[src/hdl/uart_config.svh]
`ifndef UART_CONFIG_SVH
`define UART_CONFIG_SVH

// system clock in Hz
`define UART_CLK_HZ 125000000

// 16 clocks per bit at the default clock
`define DEFAULT_BAUD 7812500

// clocks per bit for a given baud rounded down to even
`define UART_BAUD_CLKS(baud) ((`UART_CLK_HZ / (baud)) / 2 * 2)

`define UART_CLK_PER_BIT `UART_BAUD_CLKS(`DEFAULT_BAUD)

// number of receive FIFO entries (power of two)
`define UART_FIFO_DEPTH 4

`endif

[src/hdl/uart_pkg.sv]
`default_nettype none

package uart_pkg;

    // ********************
    // received frame
    // ********************

    typedef struct packed {
        logic       ferr;   // stop bit sampled low
        logic [7:0] data;
    } rx_byte_t;

    // ********************
    // receiver FSM
    // ********************

    typedef enum logic [1:0] {
        s_idle  = 2'd0,     // waiting for falling edge
        s_start = 2'd1,     // half-bit start check
        s_data  = 2'd2,
        s_stop  = 2'd3
    } rx_state_e;

endpackage

`default_nettype wire

[src/hdl/uart_tx.sv]
`include "uart_config.svh"

`default_nettype none

module uart_tx #(
    parameter int BAUD = `DEFAULT_BAUD
) (
    input  logic       clk,
    input  logic       rstn,
    input  logic       order,
    input  logic [7:0] write_data,
    output logic       sendable,
    output logic       txd
);

    localparam int CLK_PER_BIT = `UART_BAUD_CLKS(BAUD);
    localparam int STOP_CLKS   = CLK_PER_BIT * 9 / 10;  // stop bit held 90 %
    localparam int CNT_W       = $clog2(CLK_PER_BIT);

    localparam logic [3:0] s_idle  = 4'd0;
    localparam logic [3:0] s_start = 4'd1;
    localparam logic [3:0] s_bit7  = 4'd9;      // bits 0..6 are 2..8
    localparam logic [3:0] s_stop  = 4'd10;

    logic [CNT_W-1:0] bit_cnt;
    logic             bit_tick;
    logic             stop_tick;
    logic             ready_q;
    logic             accept;
    logic [3:0]       state;
    logic [7:0]       shift_q;
    logic             shift_en;

    assign accept   = order & ready_q;
    assign sendable = ready_q & ~order;         // drops in the order cycle

    // ********************
    // bit timing
    // ********************

    always_ff @(posedge clk) begin
        if (!rstn) begin
            bit_cnt <= '0;
        end else if (accept || bit_tick) begin
            bit_cnt <= '0;                      // restart on a new frame
        end else begin
            bit_cnt <= bit_cnt + 1'b1;
        end
    end

    assign bit_tick  = (bit_cnt == CNT_W'(CLK_PER_BIT - 1));
    assign stop_tick = (bit_cnt == CNT_W'(STOP_CLKS - 1));

    // ********************
    // frame FSM
    // ********************

    always_ff @(posedge clk) begin
        if (!rstn) begin
            state   <= s_idle;
            ready_q <= 1'b1;
            txd     <= 1'b1;
        end else begin
            case (state)
                s_idle: begin
                    if (accept) begin
                        state   <= s_start;
                        ready_q <= 1'b0;
                        txd     <= 1'b0;        // start bit
                    end
                end
                s_stop: begin
                    if (stop_tick) begin
                        state   <= s_idle;
                        ready_q <= 1'b1;
                    end
                end
                default: begin
                    if (bit_tick) begin
                        if (state == s_bit7) begin
                            state <= s_stop;
                            txd   <= 1'b1;
                        end else begin
                            state <= state + 1'b1;
                            txd   <= shift_q[0];    // LSB first
                        end
                    end
                end
            endcase
        end
    end

    assign shift_en = bit_tick && (state != s_idle) && (state != s_stop);

    always_ff @(posedge clk) begin
        if (accept) begin
            shift_q <= write_data;
        end else if (shift_en) begin
            shift_q <= {1'b1, shift_q[7:1]};
        end
    end

endmodule

`default_nettype wire

[src/hdl/uart_rx.sv]
`include "uart_config.svh"

`default_nettype none

module uart_rx #(
    parameter int BAUD = `DEFAULT_BAUD
) (
    input  logic               clk,
    input  logic               rstn,
    input  logic               rxd,
    output logic               push,
    output uart_pkg::rx_byte_t rx_word
);

    import uart_pkg::*;

    localparam int CLK_PER_BIT = `UART_BAUD_CLKS(BAUD);
    localparam int HALF_BIT    = CLK_PER_BIT / 2;
    localparam int CNT_W       = $clog2(CLK_PER_BIT);

    logic             rxd_meta;
    logic             rxd_sync;
    logic             rxd_prev;
    logic             fall;
    rx_state_e        state;
    logic [CNT_W-1:0] cnt;
    logic [2:0]       bit_idx;
    logic [7:0]       shift_q;
    logic             half_done;
    logic             bit_done;

    // ********************
    // input synchronizer
    // ********************

    always_ff @(posedge clk) begin
        if (!rstn) begin
            rxd_meta <= 1'b1;               // line idles high
            rxd_sync <= 1'b1;
            rxd_prev <= 1'b1;
        end else begin
            rxd_meta <= rxd;
            rxd_sync <= rxd_meta;
            rxd_prev <= rxd_sync;
        end
    end

    assign fall      = rxd_prev & ~rxd_sync;
    assign half_done = (cnt == CNT_W'(HALF_BIT - 1));
    assign bit_done  = (cnt == CNT_W'(CLK_PER_BIT - 1));

    // ********************
    // receive FSM
    // ********************

    always_ff @(posedge clk) begin
        if (!rstn) begin
            state   <= s_idle;
            cnt     <= '0;
            bit_idx <= '0;
            push    <= 1'b0;
        end else begin
            push <= 1'b0;
            case (state)
                s_idle: begin
                    cnt <= '0;
                    if (fall) begin
                        state <= s_start;
                    end
                end
                s_start: begin
                    if (half_done) begin
                        cnt     <= '0;
                        bit_idx <= '0;
                        // still low at mid-bit, else a glitch
                        state   <= rxd_sync ? s_idle : s_data;
                    end else begin
                        cnt <= cnt + 1'b1;
                    end
                end
                s_data: begin
                    if (bit_done) begin
                        cnt     <= '0;
                        bit_idx <= bit_idx + 1'b1;
                        if (bit_idx == 3'd7) begin
                            state <= s_stop;
                        end
                    end else begin
                        cnt <= cnt + 1'b1;
                    end
                end
                s_stop: begin
                    if (bit_done) begin
                        push  <= 1'b1;      // pushed even with a bad stop bit
                        state <= s_idle;
                    end else begin
                        cnt <= cnt + 1'b1;
                    end
                end
                default: state <= s_idle;
            endcase
        end
    end

    always_ff @(posedge clk) begin
        if (state == s_data && bit_done) begin
            shift_q <= {rxd_sync, shift_q[7:1]};   // LSB arrives first
        end
        if (state == s_stop && bit_done) begin
            rx_word.data <= shift_q;
            rx_word.ferr <= ~rxd_sync;
        end
    end

endmodule

`default_nettype wire

[src/hdl/uart_rx_fifo.sv]
`include "uart_config.svh"

`default_nettype none

module uart_rx_fifo #(
    parameter int DEPTH = `UART_FIFO_DEPTH
) (
    input  logic               clk,
    input  logic               rstn,
    input  logic               push,
    input  uart_pkg::rx_byte_t push_word,
    input  logic               pop,
    output uart_pkg::rx_byte_t head_word,
    output logic               not_empty,
    output logic               overrun
);

    import uart_pkg::*;

    localparam int AW = $clog2(DEPTH);

    rx_byte_t      mem [DEPTH];
    logic [AW:0]   wr_ptr;                  // extra bit tells full from empty
    logic [AW:0]   rd_ptr;
    logic          full;
    logic          do_push;
    logic          do_pop;

    assign not_empty = (wr_ptr != rd_ptr);
    assign full      = (wr_ptr[AW] != rd_ptr[AW]) &&
                       (wr_ptr[AW-1:0] == rd_ptr[AW-1:0]);

    assign do_pop  = pop & not_empty;
    assign do_push = push & (~full | do_pop);   // full + pop frees a slot

    assign head_word = mem[rd_ptr[AW-1:0]];

    // ********************
    // pointers and flags
    // ********************

    always_ff @(posedge clk) begin
        if (!rstn) begin
            wr_ptr  <= '0;
            rd_ptr  <= '0;
            overrun <= 1'b0;
        end else begin
            if (do_push) begin
                wr_ptr <= wr_ptr + 1'b1;
            end
            if (do_pop) begin
                rd_ptr <= rd_ptr + 1'b1;
            end
            if (push && !do_push) begin
                overrun <= 1'b1;            // sticky until reset
            end
        end
    end

    // storage
    always_ff @(posedge clk) begin
        if (do_push) begin
            mem[wr_ptr[AW-1:0]] <= push_word;
        end
    end

endmodule

`default_nettype wire

[src/hdl/uart_top.sv]
`default_nettype none

module uart_top (
    input  logic               clk,
    input  logic               rstn,

    // transmit side
    input  logic               order,
    input  logic [7:0]         write_data,
    output logic               sendable,
    output logic               txd,

    // receive side
    input  logic               rxd,
    input  logic               rx_read,
    output logic               rx_valid,
    output uart_pkg::rx_byte_t rx_data,
    output logic               overrun
);

    import uart_pkg::*;

    rx_byte_t rx_word;
    logic     rx_push;

    uart_tx i_tx (
        .clk        (clk),
        .rstn       (rstn),
        .order      (order),
        .write_data (write_data),
        .sendable   (sendable),
        .txd        (txd)
    );

    uart_rx i_rx (
        .clk     (clk),
        .rstn    (rstn),
        .rxd     (rxd),
        .push    (rx_push),
        .rx_word (rx_word)
    );

    // bytes wait here for the reader
    uart_rx_fifo i_rx_fifo (
        .clk       (clk),
        .rstn      (rstn),
        .push      (rx_push),
        .push_word (rx_word),
        .pop       (rx_read),
        .head_word (rx_data),
        .not_empty (rx_valid),
        .overrun   (overrun)
    );

endmodule

`default_nettype wire

[config.mk]
export PLATFORM = sky130hd
export DESIGN_NAME = uart_top
export DESIGN_NICKNAME = d
export VERILOG_FILES = /design/src/hdl/uart_pkg.sv /design/src/hdl/uart_tx.sv /design/src/hdl/uart_rx.sv /design/src/hdl/uart_rx_fifo.sv /design/src/hdl/uart_top.sv
export VERILOG_INCLUDE_DIRS = /design/src /design/src/hdl
export SDC_FILE = /design/constraint.sdc
export NUM_CORES = 1
export LEC_CHECK = 0
export BUFFER_PORTS_ARGS = -buffer_cell sky130_fd_sc_hd__buf_2
export CAP_MARGIN = 10
export CELL_PAD_IN_SITES_DETAIL_PLACEMENT = 0
export CELL_PAD_IN_SITES_GLOBAL_PLACEMENT = 1
export CORE_MARGIN = 2
export CORE_UTILIZATION = 50
export DETAILED_ROUTE_END_ITERATION = 10
export PLACE_DENSITY_LB_ADDON = 0.15
export SYNTH_ARGS = -nofsm -noshare
export SYNTH_HDL_FRONTEND = slang
export SYNTH_SLANG_ARGS = --single-unit
[constraint.sdc]
create_clock -name clk -period 1.7 [get_ports clk]
set_input_delay 0.085 -clock clk [delete_from_list [all_inputs] [get_ports clk]]
set_output_delay 0.085 -clock clk [all_outputs]
set_load 0.1 [all_outputs]
# == Word level (Yosys, flattened, before mapping) ==
# Memory sizes are Yosys's and may differ from the RTL's. A register that Yosys moved wholly into a read port is not among the register bits.
# Index checks and enable logic that the tools add are counted.
# classes
n_eq_ne,22
muxes,32
reduce_logical,23
add_sub_neg,6
bitwise_logic,11
# ops
cell,count
4-bit two-way mux,7
"4-bit == test, second input constant",5
2-bit two-way mux,8
8-bit two-way mux,2
4-bit one-hot mux with 4 select lines,1
"2-bit by 1-bit != test with 1-bit output, second input constant",7
"4-bit by 1-bit adder with 4-bit output, second input constant",3
3-bit AND reduction,4
"3-bit by 1-bit adder with 3-bit output, second input constant",3
2-bit one-hot mux with 4 select lines,1
4-bit one-hot mux with 2 select lines,1
2-bit nonzero test,4
1-bit two-way mux,7
1-bit logical AND,6
3-bit two-way mux,2
3-bit one-hot mux with 2 select lines,1
1-bit AND,5
1-bit inverter,5
5-bit AND reduction,1
"2-bit == test, second input constant",2
"4-bit by 3-bit == test with 1-bit output, second input constant",1
4-bit zero test,1
"4-bit != test, second input constant",1
1-bit one-hot mux with 2 select lines,2
other kinds (14),14
# word_totals
wordCells,113
ramBits,36
n_memories,1
out_inout_bits,13
in_bits,13
register_bits,55
# memory_table
memory,words,word_bits,read_ports,rd_ports_with_merged_regs,wr,line_no,source
i_rx_fifo.mem,4,9,1,1,1,uart_rx_fifo.sv:22,rx_byte_t mem [DEPTH];

# == Logic depth before layout (Yosys ltp) ==
# depth
depth_word,7
ltp_mapped,6
ltp_nobuf,6

# == By module ==
# From an unflattened synthesis, not the netlist that was laid out.
# unflattened
hier_cells,270
hier_area_um2,3867.5
# by_module_without_submodules
mod,area_per_inst_um2,seq_area_each_um2,n_inst,cells_per_inst
uart_rx_fifo,1774.2,1261.2,1,95
uart_rx,1177.4,770.7,1,92
uart_tx,915.9,440.4,1,83

# == Least setup slack after synthesis ==
# No wires, ideal clock.
# synth_path
kind,register to output
start,reg i_tx.ready_q
end,out sendable
slack_ns,-0.066
required_ns,1.615
n_path_buf,0
path_stages_with_launch,2
t_arrival_ns,1.681
path_cell_list,dfxtp_1 nor2b_1
# synth_between
elab_chain_len,1
# synth_rtl
item,line_no,source
"start, declared",uart_tx.sv:28,logic ready_q;
"start signal, assigned",uart_tx.sv:61,ready_q <= 1'b1;
"start signal, assigned",uart_tx.sv:68,ready_q <= 1'b0;
"start signal, assigned",uart_tx.sv:75,ready_q <= 1'b1;
1-bit AND,uart_tx.sv:35,assign sendable = ready_q & ~order;
"end, declared",uart_top.sv:10,"output logic sendable,"
# Every way passes these cells.

# == Final worst setup path ==
# layout_path
start,reg i_rx_fifo.wr_ptr[2]
end,out rx_valid
# layout_between
elab_chain_len,1
# layout_rtl
item,line_no,source
"start, declared",uart_rx_fifo.sv:23,logic [AW:0] wr_ptr;
"start signal, assigned",uart_rx_fifo.sv:49,wr_ptr <= wr_ptr + 1'b1;
3-bit != test,uart_rx_fifo.sv:29,assign not_empty = (wr_ptr != rd_ptr);
"end, declared",uart_top.sv:16,"output logic rx_valid,"
# Every way passes these cells.

==> flow_metrics.py <==
metrics = {
    "outcome": {
        "status": "finished clean",
    },
    "synth": {
        "yosys.area.top_type_share_pct": 47.3,
        "yosys.cell_types.count": 50,
        "synth-async-reset-ratio_pct": 0,
        "syn_inst": 271,
        "ys_seq_elements": 93,
        "post-synth-top-count-cell": "edfxtp_1",
        "avgSynthCellArea_um2": 14.3,
        "syn-cell-area_mm2": 0.00387,
        "synth_top_cells_by_count": "edfxtp_1 (61), dfxtp_1 (32), ha_1 (18), nand2_1 (16), nor2_1 (14)",
        "synthTopCellsByArea": "edfxtp_1 (47%), dfxtp_1 (17%), ha_1 (5.8%)",
        "synthesis.nets": 302,
        "yosys.area.top_type": "edfxtp_1",
        "yosysSeqAreaShare_pct": 63.9,
        "synth_warnings": 0,
        "synth_edf_count": 61,
        "synth_top_flop_cell": "edfxtp_1",
    },
    "layout": {
        "layout-drive-gt1-share_pct": 31.5,
        "nets": 347,
        "multi_input_area_mm2": 0.00137,
        "syn_to_final_growth_pct": 18.0,
        "fillers": 603,
        "final_cells": 423,
        "fin_util_pct": 60.1,
        "regArea_mm2": 0.00248,
        "fin_area_mm2": 0.00457,
        "antennaDiodeCount": 0,
    },
    "sta": {
        "max_freq_mhz": 595,
        "setup_violations": 0,
        "worstMarginPinSlew_ns": 0.489,
        "rsz0062_at_grt": "yes",
        "holdWs_ns": 0.0143,
        "slew_headroom_pct": 67.6,
        "hold_viol": 0,
        "fin_crit_ns": 1.68,
        "finalSetupTns_ns": 0,
        "fin_ws_ns": 0.0182,
        "slew_viol_final": 0,
        "clock_skew_ns": 0.00837,
        "period_share_pct": 98.9,
    },
    "power_and_ir_drop": {
        "intPower_mw": 3.23,
        "power.share.sequential_pct": 56.8,
        "combPwrFrac_pct": 11.2,
        "clkPwrFrac_pct": 31.9,
        "p_leak_nw": 1.68,
        "switching_share_pct": 26.0,
        "power_density_mw_per_mm2": 954,
        "vdd_ir_drop_max_mv": 0.506,
        "p_sw_mw": 1.13,
        "power_mw": 4.36,
    },
    "global_route": {
        "grt_util_met1_pct": 22.1,
        "grt.busiest_layer": "met2",
        "met3_usage_pct": 2.71,
        "grt_overflow": 0,
        "grt_pass1_wl_um": 10300,
        "grt_max_degree": 27,
        "grt_use_total_pct": 15.8,
        "grt_pass1_vias": 2126,
        "antenna_found_initial": 0,
        "use_met2_pct": 23.8,
    },
    "floorplanning": {
        "die_x_um": 92.0,
        "core-area_mm2": 0.00761,
        "fp.dieArea_mm2": 0.00846,
        "ioPinCount": 26,
        "rows": 32,
        "start_util_pct": 50.9,
        "die_h_um": 92.0,
    },
    "critical_path": {
        "startpoint_type": "register",
        "cp_max_fo": 3,
        "required_ns": 1.62,
        "crit_arrival_ns": 1.60,
        "cp_cell_sequence": "buf_4 > xor2_1 > or3_4 > buf_12",
        "crit_path_end_kind": "output pin",
        "cp_slowest_cell": "or3_4",
        "critPathKind": "register to output pin",
        "crit_path_max_incr_delay_ns": 0.42,
    },
    "placed_design": {
        "dp.final_hpwl_um": 4310,
        "placed_area_mm2": 0.00424,
        "place.gp.congestion": 0.788,
        "dp.cells": 405,
        "dp_slack_ns": 0.0240,
        "port_buffers": 25,
    },
    "clocking": {
        "cts_made_buffers": 9,
        "tritoncts": "done",
        "post_cts_buffers": 0,
        "cts_htree_levels": 3,
        "cts.sinks": 93,
        "clockRootBuffer": "clkbuf_8",
        "clkLatencyLatePin_ns": 0.36,
        "cts_buffer_depth": 2,
        "clk_pin_slew_ns": 0.10,
    },
    "detailed_routing": {
        "wirelength_um": 6260,
        "drt_iter0_drc": 85,
        "antenna_left": 0,
        "via_per_inst": 5.15,
        "wl_per_cell_um": 14.8,
        "vias": 2178,
        "drc_errors": 0,
        "dr.pass1.iters": 4,
    },
    "hold_path": {
        "hold_class": "input port to register",
    },
    "flow_run": {
        "maxCapViolations": 0,
    },
}
-- layer usage --
layer / routed length [um] / vias up
met3: 174 / 12
li1: - / 1098
met1: 3030 / 1035
met4: 137 / 0
met2: 2920 / 33
met5: 0 / -
-- timing repair --
item | 4_1_cts | 5_1_grt
setup endpoints to repair | 10 | 22
hold endpoints to repair | 2 | 0
hold buffers | 2 | 0
pin swaps | 1 | 3
gates resized for setup | 21 | 17
-- critical path, delay by kind of cell (launching register included) --
kind	cells	cell delay (ns)
XOR/XNOR	1	0.17
buffers and inverters	2	0.31
flip-flops	1	0.33
AND/OR/NAND/NOR	1	0.42
-- flip-flops by register name (all words and copies together) (netlist names), 3 cells and up, named ones only --
signal            flops
i_rx.bit_idx          3
i_rx.cnt              4
i_rx.rx_word          9
i_rx.shift_q          8
i_rx_fifo.mem        36
i_rx_fifo.rd_ptr      3
i_rx_fifo.wr_ptr      3
i_tx.bit_cnt          4
i_tx.shift_q          8
i_tx.state            4
-- path summary, 6_finish.rpt --
path | startpoint | to | slack (ns) | depth (start not counted)
hold reg to reg | i_rx.rxd_meta | i_rx.rxd_sync | 0.41 | 1
setup reg to reg | i_rx_fifo.wr_ptr[0] | i_rx_fifo.mem[0][7] | 0.09 | 3
setup / recovery | i_rx_fifo.wr_ptr[2] | rx_valid | 0.02 | 4
hold / removal | order | i_tx.ready_q | 0.01 | 3
-- layout by cell type (no fill, tap or decap), drive strengths merged, types with 2 or more instances in the layout --
master / synthesis / final
dfxtp: 32 / 32
nand2: 16 / 16
clkinvlp: 0 / 2
xnor2: 3 / 3
nor2: 14 / 14
nand2b: 3 / 3
inv: 11 / 15
a21o: 2 / 2
nand4b: 3 / 3
ha: 18 / 18
or3: 4 / 4
xor2: 8 / 8
a211oi: 2 / 2
mux4: 9 / 9
dlygate4sd3: 0 / 2
nand3: 12 / 12
a31o: 2 / 2
and3: 4 / 4
clkbuf: 5 / 9
and2: 6 / 6
a31oi: 2 / 2
o22ai: 2 / 2
buf: 4 / 41
mux2i: 4 / 4
a21oi: 5 / 5
o21ai: 6 / 6
nor2b: 4 / 4
edfxtp: 61 / 61
mux2: 8 / 8
o31ai: 4 / 4
o211ai: 2 / 2
-- area by class of cell --
class | count | share of cell area, %
multi-input combinational | 158 | 29.9
tap | 102 | 2.79
timing repair buffer | 43 | 7.91
clock buffer | 9 | 2.71
clock inverter | 7 | 1.40
inverter | 11 | 0.904
sequential | 93 | 54.4
-- logic make-up after synthesis --
| group | Yosys count | synth area share, % |
|---|---|---|
| flip-flops | 93 | 63.9 |
| AND/OR/NAND/NOR | 72 | 10.2 |
| AO/OA/AOI/OAI | 36 | 7.01 |
| multiplexers | 21 | 8.60 |
| buffers and inverters | 20 | 2.04 |
| adder cells (fa/ha/maj) | 18 | 5.82 |
| XOR/XNOR | 11 | 2.49 |
-- power groups by stage --
| stage | Sequential [mW] | Clock, mW | Combinational [mW] |
|---|---|---|---|
| 3_5_place_dp | 2.53 | 0 | 0.453 |
| 4_1_cts | 2.48 | 1.43 | 0.458 |
| 3_3_place_gp | 2.53 | 0 | 0.453 |
| 6_report | 2.48 | 1.39 | 0.490 |
| 2_1_floorplan | 2.56 | 0 | 0.301 |
| 5_1_grt | 2.49 | 1.51 | 0.543 |
Power figures use the tool's default switching activity.
